$ cat src/design/zr_ctrl_params.svh
////////////////////////////////////////////////////////////////////////////
// widths and RISC-V trap cause codes for the core control FSM
// included by the package and by any stage that needs a raw cause code
////////////////////////////////////////////////////////////////////////////

`ifndef ZR_CTRL_PARAMS_SVH
`define ZR_CTRL_PARAMS_SVH

// interrupt identifier width, one id per fast interrupt line
`define ZR_IRQ_ID_W 5

// mcause width
// msb flags an interrupt, the rest holds the code or the irq id
`define ZR_CAUSE_W 6

////////////////////////////////////////////////////////////////////////////
// synchronous exception causes (privileged spec, machine mode)
////////////////////////////////////////////////////////////////////////////

// decoder could not make sense of the opcode
`define ZR_CAUSE_ILLEGAL 6'd2

// ebreak, no debug unit so it traps like any other exception
`define ZR_CAUSE_BREAK 6'd3

// environment call from M-mode
`define ZR_CAUSE_ECALL_M 6'd11

`endif

$ cat src/design/zr_ctrl_pkg.sv
////////////////////////////////////////////////////////////////////////////
// shared types of the control FSM, referenced by scoped name only
////////////////////////////////////////////////////////////////////////////

`include "zr_ctrl_params.svh"

package zr_ctrl_pkg;

  // interrupt number as delivered by the interrupt controller
  typedef logic [`ZR_IRQ_ID_W-1:0] irq_id_t;

  // mcause style value, msb set for interrupts
  typedef logic [`ZR_CAUSE_W-1:0] cause_t;

  // pc source select towards the fetch stage
  // gaps in the encoding belong to the debug targets of the full core
  typedef enum logic [2:0] {
    PC_BOOT      = 3'd0,
    PC_JUMP      = 3'd2,
    PC_EXCEPTION = 3'd4,
    PC_ERET      = 3'd5
  } pc_sel_e;

  // exception vector select, picks the handler entry
  typedef enum logic [1:0] {
    EXC_PC_IRQ     = 2'd0,
    EXC_PC_ILLINSN = 2'd1,
    EXC_PC_ECALL   = 2'd2,
    EXC_PC_BREAK   = 2'd3
  } exc_pc_sel_e;

  // one decode event per cycle, already ranked by the classifier
  typedef enum logic [2:0] {
    EV_NONE,
    EV_BRANCH,
    EV_JUMP,
    EV_ECALL,
    EV_ILLEGAL,
    EV_MRET,
    EV_EBREAK,
    EV_PIPE_FLUSH
  } ctrl_event_e;

  // main control FSM states
  typedef enum logic [2:0] {
    RESET,
    BOOT_SET,
    WAIT_SLEEP,
    SLEEP,
    FIRST_FETCH,
    DECODE,
    FLUSH,
    IRQ_TAKEN
  } ctrl_state_e;

endpackage

$ cat src/design/zr_ctrl_event_if.sv
////////////////////////////////////////////////////////////////////////////
// classified decode and interrupt events, classifier to sequencer/encoder
////////////////////////////////////////////////////////////////////////////

interface zr_ctrl_event_if (
  input logic clk,
  input logic rst_n
);

  // instruction in ID is valid this cycle
  logic                  valid;
  // ranked decode event, EV_NONE without a valid instruction
  zr_ctrl_pkg::ctrl_event_e evt;
  // request present and enabled in mstatus
  logic                  irq_pending;
  // pending and nothing in ID that must complete first
  logic                  irq_insertable;
  // request present but masked, current instruction may be killed
  logic                  irq_killable;
  zr_ctrl_pkg::irq_id_t  irq_id;

  // clk/rst_n only feed the assertions of the stages
  modport src (
    input  clk, rst_n,
    output valid, evt, irq_pending, irq_insertable, irq_killable, irq_id
  );

  modport dst (
    input  clk, rst_n,
    input  valid, evt, irq_pending, irq_insertable, irq_killable, irq_id
  );

endinterface

$ cat src/design/zr_ctrl_event_classify.sv
////////////////////////////////////////////////////////////////////////////
// stage one, ranks decoder reports into a single event and qualifies irqs
////////////////////////////////////////////////////////////////////////////

module zr_ctrl_event_classify (
  input  logic                 instr_valid_i,
  input  logic                 illegal_insn_i,
  input  logic                 ecall_insn_i,
  input  logic                 mret_insn_i,
  input  logic                 ebrk_insn_i,
  input  logic                 pipe_flush_i,
  input  logic                 branch_set_i,
  input  logic                 jump_set_i,
  input  logic                 branch_in_id_i,
  input  logic                 instr_multicycle_i,
  input  logic                 irq_req_i,
  input  zr_ctrl_pkg::irq_id_t irq_id_i,
  input  logic                 m_ie_i,
  zr_ctrl_event_if.src         ev_o
);

  zr_ctrl_pkg::ctrl_event_e evt;
  // work in ID that must not be interrupted halfway
  logic                     busy_in_id;

  ////////////////////////////////////////////////////////////////////////////
  // decode event ranking
  ////////////////////////////////////////////////////////////////////////////

  // redirects win over flush-class events, same order as the
  // reference FSM so the flush cycle decodes the same winner
  always_comb begin
    evt = zr_ctrl_pkg::EV_NONE;
    if (instr_valid_i) begin
      if (branch_set_i) begin
        evt = zr_ctrl_pkg::EV_BRANCH;
      end else if (jump_set_i) begin
        evt = zr_ctrl_pkg::EV_JUMP;
      end else if (ecall_insn_i) begin
        evt = zr_ctrl_pkg::EV_ECALL;
      end else if (illegal_insn_i) begin
        evt = zr_ctrl_pkg::EV_ILLEGAL;
      end else if (mret_insn_i) begin
        evt = zr_ctrl_pkg::EV_MRET;
      end else if (ebrk_insn_i) begin
        evt = zr_ctrl_pkg::EV_EBREAK;
      end else if (pipe_flush_i) begin
        evt = zr_ctrl_pkg::EV_PIPE_FLUSH;
      end
    end
  end

  ////////////////////////////////////////////////////////////////////////////
  // interrupt qualification
  ////////////////////////////////////////////////////////////////////////////

  assign busy_in_id = instr_multicycle_i | branch_in_id_i;

  assign ev_o.valid          = instr_valid_i;
  assign ev_o.evt            = evt;
  assign ev_o.irq_pending    = irq_req_i & m_ie_i;
  // only insert between instructions, never inside a multicycle op
  assign ev_o.irq_insertable = irq_req_i & m_ie_i & ~busy_in_id;
  // masked request, the core still signals the kill
  assign ev_o.irq_killable   = irq_req_i & ~m_ie_i & ~busy_in_id;
  assign ev_o.irq_id         = irq_id_i;

  // decoder contract, a branch and a jump never resolve in one cycle
  a_branch_jump_excl : assert property (
    @(posedge ev_o.clk) disable iff (!ev_o.rst_n)
    !(branch_set_i && jump_set_i)
  ) else $error("branch_set_i and jump_set_i high together");

endmodule

$ cat src/design/zr_ctrl_sequencer.sv
////////////////////////////////////////////////////////////////////////////
// stage two, control state register with halt, fetch and busy outputs
////////////////////////////////////////////////////////////////////////////

module zr_ctrl_sequencer (
  input  logic                     clk,
  input  logic                     rst_n,
  input  logic                     fetch_enable_i,
  input  logic                     id_ready_i,
  input  logic                     irq_req_i,
  zr_ctrl_event_if.dst             ev_i,
  output zr_ctrl_pkg::ctrl_state_e state_o,
  output logic                     instr_req_o,
  output logic                     ctrl_busy_o,
  output logic                     first_fetch_o,
  output logic                     is_decoding_o,
  output logic                     deassert_we_o,
  output logic                     halt_if_o,
  output logic                     halt_id_o,
  output logic                     exc_kill_o,
  output logic                     perf_jump_o,
  output logic                     perf_tbranch_o
);

  zr_ctrl_pkg::ctrl_state_e state_q;
  zr_ctrl_pkg::ctrl_state_e state_d;

  ////////////////////////////////////////////////////////////////////////////
  // next state and per-state outputs
  ////////////////////////////////////////////////////////////////////////////

  always_comb begin
    state_d        = state_q;
    instr_req_o    = 1'b1;
    ctrl_busy_o    = 1'b1;
    first_fetch_o  = 1'b0;
    is_decoding_o  = 1'b0;
    halt_if_o      = 1'b0;
    halt_id_o      = 1'b0;
    exc_kill_o     = 1'b0;
    perf_jump_o    = 1'b0;
    perf_tbranch_o = 1'b0;

    unique case (state_q)
      // idle until software enables fetching
      zr_ctrl_pkg::RESET: begin
        instr_req_o = 1'b0;
        ctrl_busy_o = 1'b0;
        if (fetch_enable_i) begin
          state_d = zr_ctrl_pkg::BOOT_SET;
        end
      end
      // boot address goes out this cycle, see encoder
      zr_ctrl_pkg::BOOT_SET: begin
        state_d = zr_ctrl_pkg::FIRST_FETCH;
      end
      // one cycle to let the pipe drain before sleeping
      zr_ctrl_pkg::WAIT_SLEEP: begin
        instr_req_o = 1'b0;
        ctrl_busy_o = 1'b0;
        halt_if_o   = 1'b1;
        halt_id_o   = 1'b1;
        state_d     = zr_ctrl_pkg::SLEEP;
      end
      // wake on fetch enable or any irq request, even a masked one
      zr_ctrl_pkg::SLEEP: begin
        instr_req_o = 1'b0;
        ctrl_busy_o = 1'b0;
        halt_if_o   = 1'b1;
        halt_id_o   = 1'b1;
        if (fetch_enable_i || irq_req_i) begin
          state_d = zr_ctrl_pkg::FIRST_FETCH;
        end
      end
      // wait for the first instruction, pipe is known empty here
      zr_ctrl_pkg::FIRST_FETCH: begin
        first_fetch_o = 1'b1;
        if (id_ready_i) begin
          state_d = zr_ctrl_pkg::DECODE;
        end
        if (ev_i.irq_pending) begin
          state_d   = zr_ctrl_pkg::IRQ_TAKEN;
          halt_if_o = 1'b1;
          halt_id_o = 1'b1;
        end
      end
      zr_ctrl_pkg::DECODE: begin
        if (ev_i.valid) begin
          is_decoding_o = 1'b1;
          unique case (ev_i.evt)
            zr_ctrl_pkg::EV_BRANCH: perf_tbranch_o = 1'b1;
            zr_ctrl_pkg::EV_JUMP:   perf_jump_o    = 1'b1;
            zr_ctrl_pkg::EV_NONE: begin
              if (ev_i.irq_insertable) begin
                state_d   = zr_ctrl_pkg::IRQ_TAKEN;
                halt_if_o = 1'b1;
                halt_id_o = 1'b1;
              end else begin
                exc_kill_o = ev_i.irq_killable;
              end
            end
            // every remaining event is flush class
            default: begin
              state_d   = zr_ctrl_pkg::FLUSH;
              halt_if_o = 1'b1;
              halt_id_o = 1'b1;
            end
          endcase
        end else if (ev_i.irq_pending) begin
          // empty ID stage, irq can go in right away
          state_d   = zr_ctrl_pkg::IRQ_TAKEN;
          halt_if_o = 1'b1;
          halt_id_o = 1'b1;
        end
      end
      // redirect cycle, ID holds the flushing instruction
      zr_ctrl_pkg::FLUSH: begin
        halt_if_o = ~fetch_enable_i;
        halt_id_o = 1'b1;
        if (!fetch_enable_i && (ev_i.evt == zr_ctrl_pkg::EV_MRET ||
                                ev_i.evt == zr_ctrl_pkg::EV_PIPE_FLUSH)) begin
          state_d = zr_ctrl_pkg::WAIT_SLEEP;
        end else begin
          state_d = zr_ctrl_pkg::DECODE;
        end
      end
      // vector jump happens here, back to decoding the handler
      zr_ctrl_pkg::IRQ_TAKEN: begin
        state_d = zr_ctrl_pkg::DECODE;
      end
    endcase
  end

  // no write back unless a legal instruction is being decoded
  assign deassert_we_o = ~is_decoding_o | (ev_i.evt == zr_ctrl_pkg::EV_ILLEGAL);

  always_ff @(posedge clk or negedge rst_n) begin
    if (!rst_n) begin
      state_q <= zr_ctrl_pkg::RESET;
    end else begin
      state_q <= state_d;
    end
  end

  assign state_o = state_q;

  // ID is never frozen on its own edge while IF keeps fetching
  a_halt_order : assert property (
    @(posedge clk) disable iff (!rst_n)
    $rose(halt_id_o) |-> halt_if_o
  ) else $error("halt_id_o rose without halt_if_o");

endmodule

$ cat src/design/zr_ctrl_top.sv
////////////////////////////////////////////////////////////////////////////
// core control FSM top, classifier -> sequencer -> trap encoder
// all outputs are combinational from the state and the current inputs
////////////////////////////////////////////////////////////////////////////

module zr_ctrl_top (
  input  logic                     clk,
  input  logic                     rst_n,
  input  logic                     fetch_enable_i,
  input  logic                     instr_valid_i,
  input  logic                     illegal_insn_i,
  input  logic                     ecall_insn_i,
  input  logic                     mret_insn_i,
  input  logic                     ebrk_insn_i,
  input  logic                     pipe_flush_i,
  input  logic                     branch_set_i,
  input  logic                     jump_set_i,
  input  logic                     branch_in_id_i,
  input  logic                     instr_multicycle_i,
  input  logic                     id_ready_i,
  input  logic                     irq_req_i,
  input  zr_ctrl_pkg::irq_id_t     irq_id_i,
  input  logic                     m_ie_i,
  output logic                     instr_req_o,
  output logic                     ctrl_busy_o,
  output logic                     first_fetch_o,
  output logic                     is_decoding_o,
  output logic                     deassert_we_o,
  output logic                     halt_if_o,
  output logic                     halt_id_o,
  output logic                     exc_kill_o,
  output logic                     perf_jump_o,
  output logic                     perf_tbranch_o,
  output logic                     pc_set_o,
  output zr_ctrl_pkg::pc_sel_e     pc_mux_o,
  output zr_ctrl_pkg::exc_pc_sel_e exc_pc_mux_o,
  output zr_ctrl_pkg::cause_t      exc_cause_o,
  output logic                     exc_ack_o,
  output logic                     irq_ack_o,
  output zr_ctrl_pkg::irq_id_t     irq_id_o,
  output logic                     csr_save_if_o,
  output logic                     csr_save_id_o,
  output logic                     csr_save_cause_o,
  output zr_ctrl_pkg::cause_t      csr_cause_o,
  output logic                     csr_restore_mret_id_o
);

  // state of the sequencer, read by the encoder
  zr_ctrl_pkg::ctrl_state_e state;

  zr_ctrl_event_if ev_if (
    .clk   (clk),
    .rst_n (rst_n)
  );

  zr_ctrl_event_classify u_classify (
    .instr_valid_i      (instr_valid_i),
    .illegal_insn_i     (illegal_insn_i),
    .ecall_insn_i       (ecall_insn_i),
    .mret_insn_i        (mret_insn_i),
    .ebrk_insn_i        (ebrk_insn_i),
    .pipe_flush_i       (pipe_flush_i),
    .branch_set_i       (branch_set_i),
    .jump_set_i         (jump_set_i),
    .branch_in_id_i     (branch_in_id_i),
    .instr_multicycle_i (instr_multicycle_i),
    .irq_req_i          (irq_req_i),
    .irq_id_i           (irq_id_i),
    .m_ie_i             (m_ie_i),
    .ev_o               (ev_if.src)
  );

  zr_ctrl_sequencer u_sequencer (
    .clk            (clk),
    .rst_n          (rst_n),
    .fetch_enable_i (fetch_enable_i),
    .id_ready_i     (id_ready_i),
    .irq_req_i      (irq_req_i),
    .ev_i           (ev_if.dst),
    .state_o        (state),
    .instr_req_o    (instr_req_o),
    .ctrl_busy_o    (ctrl_busy_o),
    .first_fetch_o  (first_fetch_o),
    .is_decoding_o  (is_decoding_o),
    .deassert_we_o  (deassert_we_o),
    .halt_if_o      (halt_if_o),
    .halt_id_o      (halt_id_o),
    .exc_kill_o     (exc_kill_o),
    .perf_jump_o    (perf_jump_o),
    .perf_tbranch_o (perf_tbranch_o)
  );

  zr_ctrl_trap_encode u_trap_encode (
    .state_i               (state),
    .ev_i                  (ev_if.dst),
    .pc_set_o              (pc_set_o),
    .pc_mux_o              (pc_mux_o),
    .exc_pc_mux_o          (exc_pc_mux_o),
    .exc_cause_o           (exc_cause_o),
    .exc_ack_o             (exc_ack_o),
    .irq_ack_o             (irq_ack_o),
    .irq_id_o              (irq_id_o),
    .csr_save_if_o         (csr_save_if_o),
    .csr_save_id_o         (csr_save_id_o),
    .csr_save_cause_o      (csr_save_cause_o),
    .csr_cause_o           (csr_cause_o),
    .csr_restore_mret_id_o (csr_restore_mret_id_o)
  );

endmodule

$ cat src/design/zr_ctrl_trap_encode.sv
////////////////////////////////////////////////////////////////////////////
// stage three, turns state and event into pc redirect, causes, csr strobes
////////////////////////////////////////////////////////////////////////////

`include "zr_ctrl_params.svh"

module zr_ctrl_trap_encode (
  input  zr_ctrl_pkg::ctrl_state_e state_i,
  zr_ctrl_event_if.dst             ev_i,
  output logic                     pc_set_o,
  output zr_ctrl_pkg::pc_sel_e     pc_mux_o,
  output zr_ctrl_pkg::exc_pc_sel_e exc_pc_mux_o,
  output zr_ctrl_pkg::cause_t      exc_cause_o,
  output logic                     exc_ack_o,
  output logic                     irq_ack_o,
  output zr_ctrl_pkg::irq_id_t     irq_id_o,
  output logic                     csr_save_if_o,
  output logic                     csr_save_id_o,
  output logic                     csr_save_cause_o,
  output zr_ctrl_pkg::cause_t      csr_cause_o,
  output logic                     csr_restore_mret_id_o
);

  always_comb begin
    pc_set_o              = 1'b0;
    pc_mux_o              = zr_ctrl_pkg::PC_BOOT;
    exc_pc_mux_o          = zr_ctrl_pkg::EXC_PC_IRQ;
    exc_cause_o           = '0;
    exc_ack_o             = 1'b0;
    irq_ack_o             = 1'b0;
    csr_save_if_o         = 1'b0;
    csr_save_id_o         = 1'b0;
    csr_save_cause_o      = 1'b0;
    csr_cause_o           = '0;
    csr_restore_mret_id_o = 1'b0;

    unique case (state_i)
      zr_ctrl_pkg::BOOT_SET: begin
        pc_set_o = 1'b1;
      end
      // taken branch or jump, target comes from the ID stage adder
      zr_ctrl_pkg::DECODE: begin
        if (ev_i.evt == zr_ctrl_pkg::EV_BRANCH || ev_i.evt == zr_ctrl_pkg::EV_JUMP) begin
          pc_set_o = 1'b1;
          pc_mux_o = zr_ctrl_pkg::PC_JUMP;
        end
      end
      // mepc gets the IF pc, mcause the id with the interrupt bit
      zr_ctrl_pkg::IRQ_TAKEN: begin
        pc_set_o         = 1'b1;
        pc_mux_o         = zr_ctrl_pkg::PC_EXCEPTION;
        exc_pc_mux_o     = zr_ctrl_pkg::EXC_PC_IRQ;
        exc_cause_o      = {1'b0, ev_i.irq_id};
        csr_cause_o      = {1'b1, ev_i.irq_id};
        csr_save_cause_o = 1'b1;
        csr_save_if_o    = 1'b1;
        irq_ack_o        = 1'b1;
        exc_ack_o        = 1'b1;
      end
      zr_ctrl_pkg::FLUSH: begin
        unique case (ev_i.evt)
          zr_ctrl_pkg::EV_ECALL: begin
            exc_pc_mux_o = zr_ctrl_pkg::EXC_PC_ECALL;
            exc_cause_o  = `ZR_CAUSE_ECALL_M;
          end
          zr_ctrl_pkg::EV_ILLEGAL: begin
            exc_pc_mux_o = zr_ctrl_pkg::EXC_PC_ILLINSN;
            exc_cause_o  = `ZR_CAUSE_ILLEGAL;
          end
          zr_ctrl_pkg::EV_EBREAK: begin
            exc_pc_mux_o = zr_ctrl_pkg::EXC_PC_BREAK;
            exc_cause_o  = `ZR_CAUSE_BREAK;
          end
          zr_ctrl_pkg::EV_MRET: begin
            pc_set_o              = 1'b1;
            pc_mux_o              = zr_ctrl_pkg::PC_ERET;
            csr_restore_mret_id_o = 1'b1;
          end
          // pipe flush just refetches, nothing to redirect
          default: ;
        endcase
        // shared tail of the three synchronous exceptions, mepc from ID
        if (ev_i.evt inside {zr_ctrl_pkg::EV_ECALL, zr_ctrl_pkg::EV_ILLEGAL,
                             zr_ctrl_pkg::EV_EBREAK}) begin
          pc_set_o         = 1'b1;
          pc_mux_o         = zr_ctrl_pkg::PC_EXCEPTION;
          csr_save_id_o    = 1'b1;
          csr_save_cause_o = 1'b1;
          csr_cause_o      = exc_cause_o;
        end
      end
      default: ;
    endcase
  end

  assign irq_id_o = ev_i.irq_id;

  // an acknowledged trap always lands on the exception vector
  a_ack_redirects : assert property (
    @(posedge ev_i.clk) disable iff (!ev_i.rst_n)
    exc_ack_o |-> (pc_set_o && pc_mux_o == zr_ctrl_pkg::PC_EXCEPTION)
  ) else $error("exc_ack_o without an exception redirect");

endmodule

$ cat config.mk
export PLATFORM = sky130hd
export DESIGN_NAME = zr_ctrl_top
export DESIGN_NICKNAME = d
export VERILOG_FILES = /design/src/design/zr_ctrl_pkg.sv /design/src/design/zr_ctrl_event_if.sv /design/src/design/zr_ctrl_event_classify.sv /design/src/design/zr_ctrl_sequencer.sv /design/src/design/zr_ctrl_top.sv /design/src/design/zr_ctrl_trap_encode.sv
export VERILOG_INCLUDE_DIRS = /design/src /design/src/design
export SDC_FILE = /design/constraint.sdc
export NUM_CORES = 1
export LEC_CHECK = 0
export CORE_MARGIN = 3
export CORE_UTILIZATION = 32
export CTS_BUF_LIST = sky130_fd_sc_hd__clkbuf_8
export CTS_CLUSTER_SIZE = 25
export DETAILED_ROUTE_END_ITERATION = 8
export DONT_BUFFER_PORTS = 1
export GPL_TIMING_DRIVEN = 0
export RECOVER_POWER = 100
export SKIP_CTS_REPAIR_TIMING = 1
export SLEW_MARGIN = 20
export SYNTH_ARGS = -nofsm -noshare
export SYNTH_HDL_FRONTEND = slang
export SYNTH_SLANG_ARGS = --single-unit
$ cat constraint.sdc
create_clock -name clk -period 1.8 [get_ports clk]
set_clock_uncertainty 0.2 [all_clocks]
set_input_delay 0.09 -clock clk [delete_from_list [all_inputs] [get_ports clk]]
set_output_delay 0.09 -clock clk [all_outputs]
set_load 0.01 [all_outputs]
# Word-level counts from Yosys, hierarchy flattened
# Cells that the tools add are included.
word_totals:
  regBits: 3
  latch_bits: 0
  ramBits: 0
  rom_bits: 0
  out_inout_bits: 39
  elab_cells: 102
  n_memories: 0
op_classes:
  addsub: 0
  mul: 0
  n_div: 0
  order_cmp: 0
  eq_ne: 20
  shifts: 0
  mux: 57
  bitwise: 10
  reduce_logical: 14
op_table:
  columns: ["op", "n"]
  rows:
  - ["$mux 3", 18]
  - ["$eq 3x3->1 const B", 8]
  - ["$mux 1", 24]
  - ["$pmux 3 s8", 1]
  - ["$pmux 6 s2", 2]
  - ["$eq 3x2->1 const B", 4]
  - ["$pmux 4 s3", 1]
  - ["$ne 3x3->1 const B", 3]
  - ["$pmux 3 s3", 1]
  - ["$eq 3x1->1 const B", 2]
  - ["$logic_not 3->1", 2]
  - ["$pmux 1 s3", 2]
  - ["$pmux 2 s3", 1]
  - ["$pmux 3 s2", 1]
  - ["$reduce_and 6->1", 1]
  - ["$reduce_or 2->1", 3]
  - ["$reduce_or 3->1", 2]
  - ["$and 1x1->1", 4]
  - ["$mux 2", 2]
  - ["$mux 4", 1]
  - ["$ne 4x4->1 const B", 1]
  - ["$not 1->1", 4]
  - ["$pmux 1 s2", 2]
  - ["$pmux 1 s4", 1]
  - ["7 further kinds", 10]

# Depth between registers and ports, before layout
# Gate-level depths: netlist of run 1.
logic_depth:
  depth_word: 13
  ltp_mapped: 6
  depth_no_buf: 5

# By module
# From an unflattened synthesis of run 1, not the netlist that was laid out.
hier_totals:
  hier_cells: 138
  area_unflattened_um2: 1028.5
by_module_without_submodules:
  columns: ["mod", "n_inst", "cells_each", "area_per_inst_um2", "seq_area_each_um2"]
  rows:
  - ["zr_ctrl_sequencer", 1, 57, 506.7, 75.1]
  - ["zr_ctrl_trap_encode", 1, 58, 379.1, 0.0]
  - ["zr_ctrl_event_classify", 1, 23, 142.6, 0.0]

# Least setup slack after synthesis of run 1
# Ideal clock, no wire load.
synth_timing:
  path_type: "flip-flop to flip-flop"
  startpoint: "register u_sequencer.state_q[1] (netlist: u_sequencer.state_o[1])"
  endpoint: "register u_sequencer.state_q[1] (netlist: u_sequencer.state_o[1])"
  setup_time_ns: 0.122
  t_arrival_ns: 1.428
  required_ns: 1.478
  path_slack_ns: 0.050
  path_stages_with_launch: 6
  n_path_buf: 0
  period_less_slack_ns: 1.750
  path_cell_list: "dfrtp_1 -> nand2b_1 -> o22a_1 -> o311a_1 -> o21a_1 -> a32o_1"
synth_between:
  elab_chain_cells: 3
  elab_cells_between_ends: 16
  cone_classes: "eq/ne (13); mux (1); reduce/logical (2)"
synth_rtl:
  columns: ["item", "line_no", "rtl"]
  rows:
  - ["from (decl)", "zr_ctrl_sequencer.sv:25", "zr_ctrl_pkg::ctrl_state_e state_q;"]
  - ["from (signal assigned)", "zr_ctrl_sequencer.sv:139", "state_q <= zr_ctrl_pkg::RESET;"]
  - ["from (signal assigned)", "zr_ctrl_sequencer.sv:141", "state_q <= state_d;"]
  - ["$eq 3x3->1 (tied with other cells)", "zr_ctrl_sequencer.sv:44", "unique case (state_q)"]
  - ["$ne 4x4->1 (no line) (tied with other cells)", null, null]
  - ["$reduce_and 6->1 (no line)", null, null]
# Parallel ways exist; a longest one is shown, timed or not.
# A chain may end at the register's enable or synchronous reset.

# Worst setup path after layout of run 1
# Same ends and word-level chain as after synthesis.

==> flow_summary.json, run 1 <==
{
  "status": "finished, violations left",
  "violations": "negative setup slack",
  "drv_cap": 0,
  "antenna_found_initial": 0,
  "antenna_left": 0,
  "place_congestion": 0.8415,
  "hold_ws_ns": 0.01814,
  "fin_cells": 157,
  "core_sq_mm": 0.002082,
  "synth_top_family_by_area": "simple AND/OR/NAND/NOR gates",
  "synth_compound_area_share_pct": 31.48,
  "setup_violations": 4,
  "syn_nets": 131,
  "track_usage_pct": 14.75,
  "start_util_pct": 35.70,
  "critPathRequiredTime_ns": 1.69,
  "synthMuxAreaShare_pct": 0,
  "synth-simple-area-share_pct": 41.25,
  "ioPinCount": 60,
  "report.final.hold_viol_count": 0,
  "synthAdderAreaFrac_pct": 0,
  "synth.distinct_cells": 41,
  "rrSetupSlack_ns": -0.09,
  "postPlaceCellArea_sq_um": 777.0,
  "yosysSeqAreaShare_pct": 10.10,
  "min-delay-start": "branch_set_i",
  "worst_ep_arrival_time_ns": 1.78,
  "max_freq_mhz": 529.4,
  "synthFlopType": "dfrtp_1",
  "worst_pin_slew_ns": 0.6800,
  "place_ws_ns": -0.2100,
  "seqPwrFrac_pct": 10.7,
  "avgSynthCellArea_sq_um": 6.756,
  "rows": 16,
  "nFillCells": 213,
  "fin_crit_ns": 1.889,
  "power.density_mw_per_mm2": 1362,
  "yosys-top-cells-area": "buf_4, dfrtp_1, nor2_1, nand2_1, a21o_1",
  "dp_cells": 137,
  "rsz0062_at_grt": "true",
  "worstSetupStartpoint": "u_sequencer.state_o[1]",
  "report.final.slew_viol_count": 0,
  "slew_headroom_pct": 54.32,
  "synth_top_cell_by_area": "buf_4",
  "switching_share_pct": 48.34,
  "clock_latency_ns": 0.22,
  "switchingPower_w": 0.0007058,
  "cts_buffers": 3,
  "synth-xor-area-share_pct": 0,
  "antenna_cells": 0,
  "die-area_sq_mm": 0.002937,
  "avgViaCountPerCell": 5.962,
  "die_w_um": 54.19,
  "yosysWarnings": 0,
  "power.internal_w": 0.0007543,
  "wirelength_um": 2602,
  "leakage_nw": 0.4731,
  "htreeDepth": 1,
  "dr.pass1.iters": 4,
  "endpoint_kind": "flip-flop",
  "grt_pass1_vias": 752,
  "min_path_type": "input pin to output port",
  "async_flop_share_pct": 100.0,
  "clock_sinks": 3,
  "port_buffers": 0,
  "synth-edff-count": 0,
  "grt_max_degree": 12,
  "yosysTopAreaCellShare_pct": 14.14,
  "p_comb_share_pct": 76.2,
  "drt_iter0_drc": 21,
  "timing.final.crit_share_pct": 104.9,
  "netlist_instances": 110,
  "clkPwrFrac_pct": 13.1,
  "yosys_register_bits": 3,
  "startpoint_type": "flip-flop",
  "die_h_um": 54.19,
  "ir_worst_vdd_mv": 0.5133,
  "stdcell_area_sq_mm": 0.001072,
  "grt_first_pass_wirelength_um": 3325,
  "num_vias": 936,
  "hpwl_um": 1806,
  "grt-ovfl-total": 0,
  "finalWorstSetupSlack_ns": -0.08883,
  "cp_max_fo": 7,
  "reg2reg_from": "u_sequencer.state_o[1]",
  "drc_errors": 0,
  "largest_reg_flops": 3,
  "fin_setup_tns_ns": -0.2202,
  "final_nets": 152,
  "wl_per_cell_um": 16.57,
  "path_clk_slew_ns": 0.03,
  "cts_tree": "done",
  "drive_gt1_share_pct": 45.38,
  "path_class": "flip-flop to flip-flop",
  "cts_max_path_buffers": 2,
  "synth_area_sq_um": 743.2,
  "area_delta_synth_final_pct": 44.28,
  "cts_root_buf": "clkbuf_8"
}
## synth_stat cells, types with 2 or more instances
master     n
buf_4     14
nor2_1    13
nand2_1   10
a21oi_1    5
nor3_1     5
a21o_1     4
inv_1      4
nand2b_1   4
dfrtp_1    3
nand3_1    3
nor2b_1    3
nor3b_1    3
o211ai_1   3
o21ai_0    3
a31oi_1    2
a32o_1     2
and2_1     2
nor4_1     2
o21ai_2    2
or2_2      2
## metal layers
layer	part of all wire (%)	vias up	global-route usage [%]
met5	0	-	0
met4	1.6	0	2.490
met3	8.8	5	2.493
met2	51	53	27.89
met1	38	447	17.18
li1	-	431	-
## critical path, stage by stage, from the launching register on
cell	delay, ns
dfrtp_2	0.46
nand2b_4	0.16
o22a_1	0.18
o311a_1	0.32
o21a_1	0.15
a32o_1	0.28
## power by group through the flow
stage / Combinational, W / Clock, W / Sequential [W]
after detailed placement: 0.000733 / 0 / 0.000131
after CTS: 0.000737 / 0.000191 / 0.000130
after global placement: 0.000726 / 0 / 0.000132
final: 0.00111 / 0.000192 / 0.000156
after global routing: 0.00120 / 0.000199 / 0.000163
after floorplan: 0.000623 / 0 / 0.000120
## metrics by stage
stage | util, % | power, W
2_1_floorplan | - | 0.0007431
3_3_place_gp | 37.32 | 0.0008578
3_5_place_dp | 37.32 | 0.0008642
4_1_cts | 39.48 | 0.001057
5_1_grt | 51.50 | 0.001565
6_report | 51.50 | 0.001460
## logic make-up (layout without fill, tap and decap cells)
| logic type | Yosys count | count (layout) |
|---|---|---|
| and+or+nand+nor | 56 | 57 |
| AOI/OAI and AO/OA | 31 | 31 |
| buffers and inverters | 19 | 38 |
| DFF | 3 | 3 |
| other | 1 | 1 |
## cells in the final DEF, fill, tap and decap left out, types with 4 or more instances in the layout
cell / n
a21o_1: 4
a21oi_1: 5
buf_4: 20
clkbuf_1: 5
inv_1: 5
nand2_1: 9
nor2_1: 11
## final timing paths
path                                                to  cells past startpoint
min in group asynchronous       u_sequencer.state_o[1]                      2
worst max-delay path            u_sequencer.state_o[1]                      5
max in group asynchronous       u_sequencer.state_o[0]                      2
worst min-delay path                       perf_jump_o                      1
worst max register to register  u_sequencer.state_o[1]                      5
worst min register to register  u_sequencer.state_o[1]                      1
## area by class of cell
type / instances / area, sq um / share of cell area (%)
clock inverter: 1 / 3.754 / 0.3501
timing repair buffer: 15 / 123.9 / 11.55
buffer: 14 / 86.33 / 8.051
inverter: 5 / 22.52 / 2.100
sequential: 3 / 78.83 / 7.351
clock buffer: 3 / 41.29 / 3.851
tap: 27 / 33.78 / 3.151
multi-input combinational: 89 / 681.9 / 63.59
Note: power is estimated with default switching activity, not from simulation.
==> inputs of run 2 (changes only) <==
Settings changed: CORE_ASPECT_RATIO from default to 0.8, MAX_ROUTING_LAYER from default to met4.
==> run 2 against run 1 <==
Net effect:
- the run still ends with negative setup slack left
- setup slack worse by 0.067 ns
- sequential power is 7% lower
- largest power group unchanged
- first-iteration DRC count grew 29%
- global-route usage grew 1.5 points
- clock power up 3%
- critical path type unchanged
- core utilization increased by 3.5 points
==> flow_summary.json, run 2 (synthesized netlist as in run 1, its figures left out) <==
{
  "hpwl_um": 1879,
  "stdcell_area_sq_mm": 0.001117,
  "final_common_cell": "buf_4",
  "violations": "negative setup slack",
  "grt_pass1_vias": 762,
  "drc_errors": 0,
  "core_sq_mm": 0.002032,
  "grt_max_degree": 12,
  "port_buffers": 0,
  "slew_headroom_pct": 58.98,
  "drt_iter0_drc": 27,
  "finalWorstSetupSlack_ns": -0.1559,
  "power.density_mw_per_mm2": 1394,
  "rrSetupSlack_ns": -0.16,
  "die-area_sq_mm": 0.002940,
  "cts_tree": "done",
  "nFillCells": 194,
  "cts_max_path_buffers": 2,
  "path_clk_slew_ns": 0.03,
  "leakage_nw": 0.4956,
  "whs_path_depth": 1,
  "drive_gt1_share_pct": 46.67,
  "status": "finished, violations left",
  "final_nets": 157,
  "antenna_cells": 0,
  "clock_latency_ns": 0.22,
  "min-delay-start": "branch_set_i",
  "report.final.slew_viol_count": 0,
  "endpoint_kind": "flip-flop",
  "report.final.hold_viol_count": 0,
  "rows": 14,
  "reg2reg_depth": 6,
  "rsz0062_at_grt": "true",
  "max_freq_mhz": 511.3,
  "cp_max_fo": 5,
  "critPathRequiredTime_ns": 1.71,
  "worst_ep_arrival_time_ns": 1.86,
  "place_ws_ns": -0.2070,
  "startpoint_type": "flip-flop",
  "die_w_um": 59.88,
  "reg2reg_from": "u_sequencer.state_o[1]",
  "ioPinCount": 60,
  "place_congestion": 0.8286,
  "cts_root_buf": "clkbuf_8",
  "num_vias": 912,
  "antenna_found_initial": 0,
  "min_path_type": "input pin to output port",
  "final_core_util_pct": 54.99,
  "drv_cap": 0,
  "largest_reg_flops": 3,
  "whs_endpoint": "perf_jump_o",
  "die_h_um": 49.11,
  "r2r-end": "u_sequencer.state_o[1]",
  "area_delta_synth_final_pct": 50.34,
  "hold_ws_ns": 0.01095,
  "avgViaCountPerCell": 5.736,
  "worst_pin_slew_ns": 0.6105,
  "fin_cells": 159,
  "fin_crit_ns": 1.956,
  "start_util_pct": 36.58,
  "antenna_left": 0,
  "setup_violations": 7,
  "cts_buffers": 3,
  "path_class": "flip-flop to flip-flop",
  "grt-ovfl-total": 0,
  "htreeDepth": 1,
  "dr.pass1.iters": 4,
  "wl_per_cell_um": 17.43,
  "ir_worst_vdd_mv": 0.8332,
  "postPlaceCellArea_sq_um": 773.2,
  "wirelength_um": 2771,
  "timing.final.crit_share_pct": 108.7,
  "dp_cells": 134,
  "mostFrequentLayoutCells": "buf_4, nor2_1, nand2_1",
  "grt_first_pass_wirelength_um": 3560,
  "clock_sinks": 3,
  "track_usage_pct": 16.22
}
[run 2: changes by cell type in the layout (fill, tap and decap cells not counted), sizes merged]
cell / previous run / this run
buf: 21 / 26
[run 2: critical path, cell delays in order, from the launching register on]
cell	delay, ns
dfrtp_2	0.44
buf_6	0.13
nand2b_4	0.14
o22a_1	0.19
o311a_1	0.36
o21a_1	0.14
a32o_1	0.24
[run 2: worst max-delay path by stage]
stage / from / slack [ns] / cells past startpoint / endpoint
2_1_floorplan: u_sequencer.state_o[1] / 0.05 / 5 / u_sequencer.state_o[1]
3_3_place_gp: u_sequencer.state_o[0] / -0.17 / 4 / exc_cause_o[4]
3_5_place_dp: u_sequencer.state_o[0] / -0.21 / 4 / exc_cause_o[4]
4_1_cts: u_sequencer.state_o[0] / -0.44 / 4 / exc_cause_o[4]
5_1_grt: u_sequencer.state_o[1] / -0.19 / 6 / u_sequencer.state_o[0]
6_report: u_sequencer.state_o[1] / -0.16 / 6 / u_sequencer.state_o[1]
[run 2: per-stage QoR]
stage           power, W  setup TNS, ns
2_1_floorplan  0.0007431              0
3_3_place_gp   0.0008506         -1.114
3_5_place_dp   0.0008623         -1.549
4_1_cts         0.001061         -5.585
5_1_grt         0.001645        -0.9208
6_report        0.001558        -0.5804
[run 2: cell type report]
cell class                 instances  area, sq um  area share [%]
sequential                         3        78.83           7.055
clock buffer                       3        41.29           3.695
timing repair buffer              20        172.7           15.45
tap                               24        30.03           2.688
inverter                           5        22.52           2.016
clock inverter                     1        3.754          0.3359
multi-input combinational         89        678.2           60.69
buffer                            14        90.09           8.063
[run 2: power breakdown]
part           leakage [nW]  total [W]  switching, W  internal [W]
clock network        0.0269   0.000198     0.0000520      0.000146
logic                 0.439    0.00122      0.000625      0.000591
registers            0.0300   0.000145     0.0000472     0.0000973
total                 0.496    0.00156      0.000724      0.000834
[run 2: routing by layer]
| metal | global-route usage [%] | up-vias | routed length [um] |
|---|---|---|---|
| met3 | 2.910 | 4 | 241 |
| met1 | 20.22 | 420 | 1134 |
| li1 | - | 441 | - |
| met2 | 23.74 | 47 | 1347 |
| met4 | 9.963 | 0 | 47 |
| met5 | - | - | 0 |
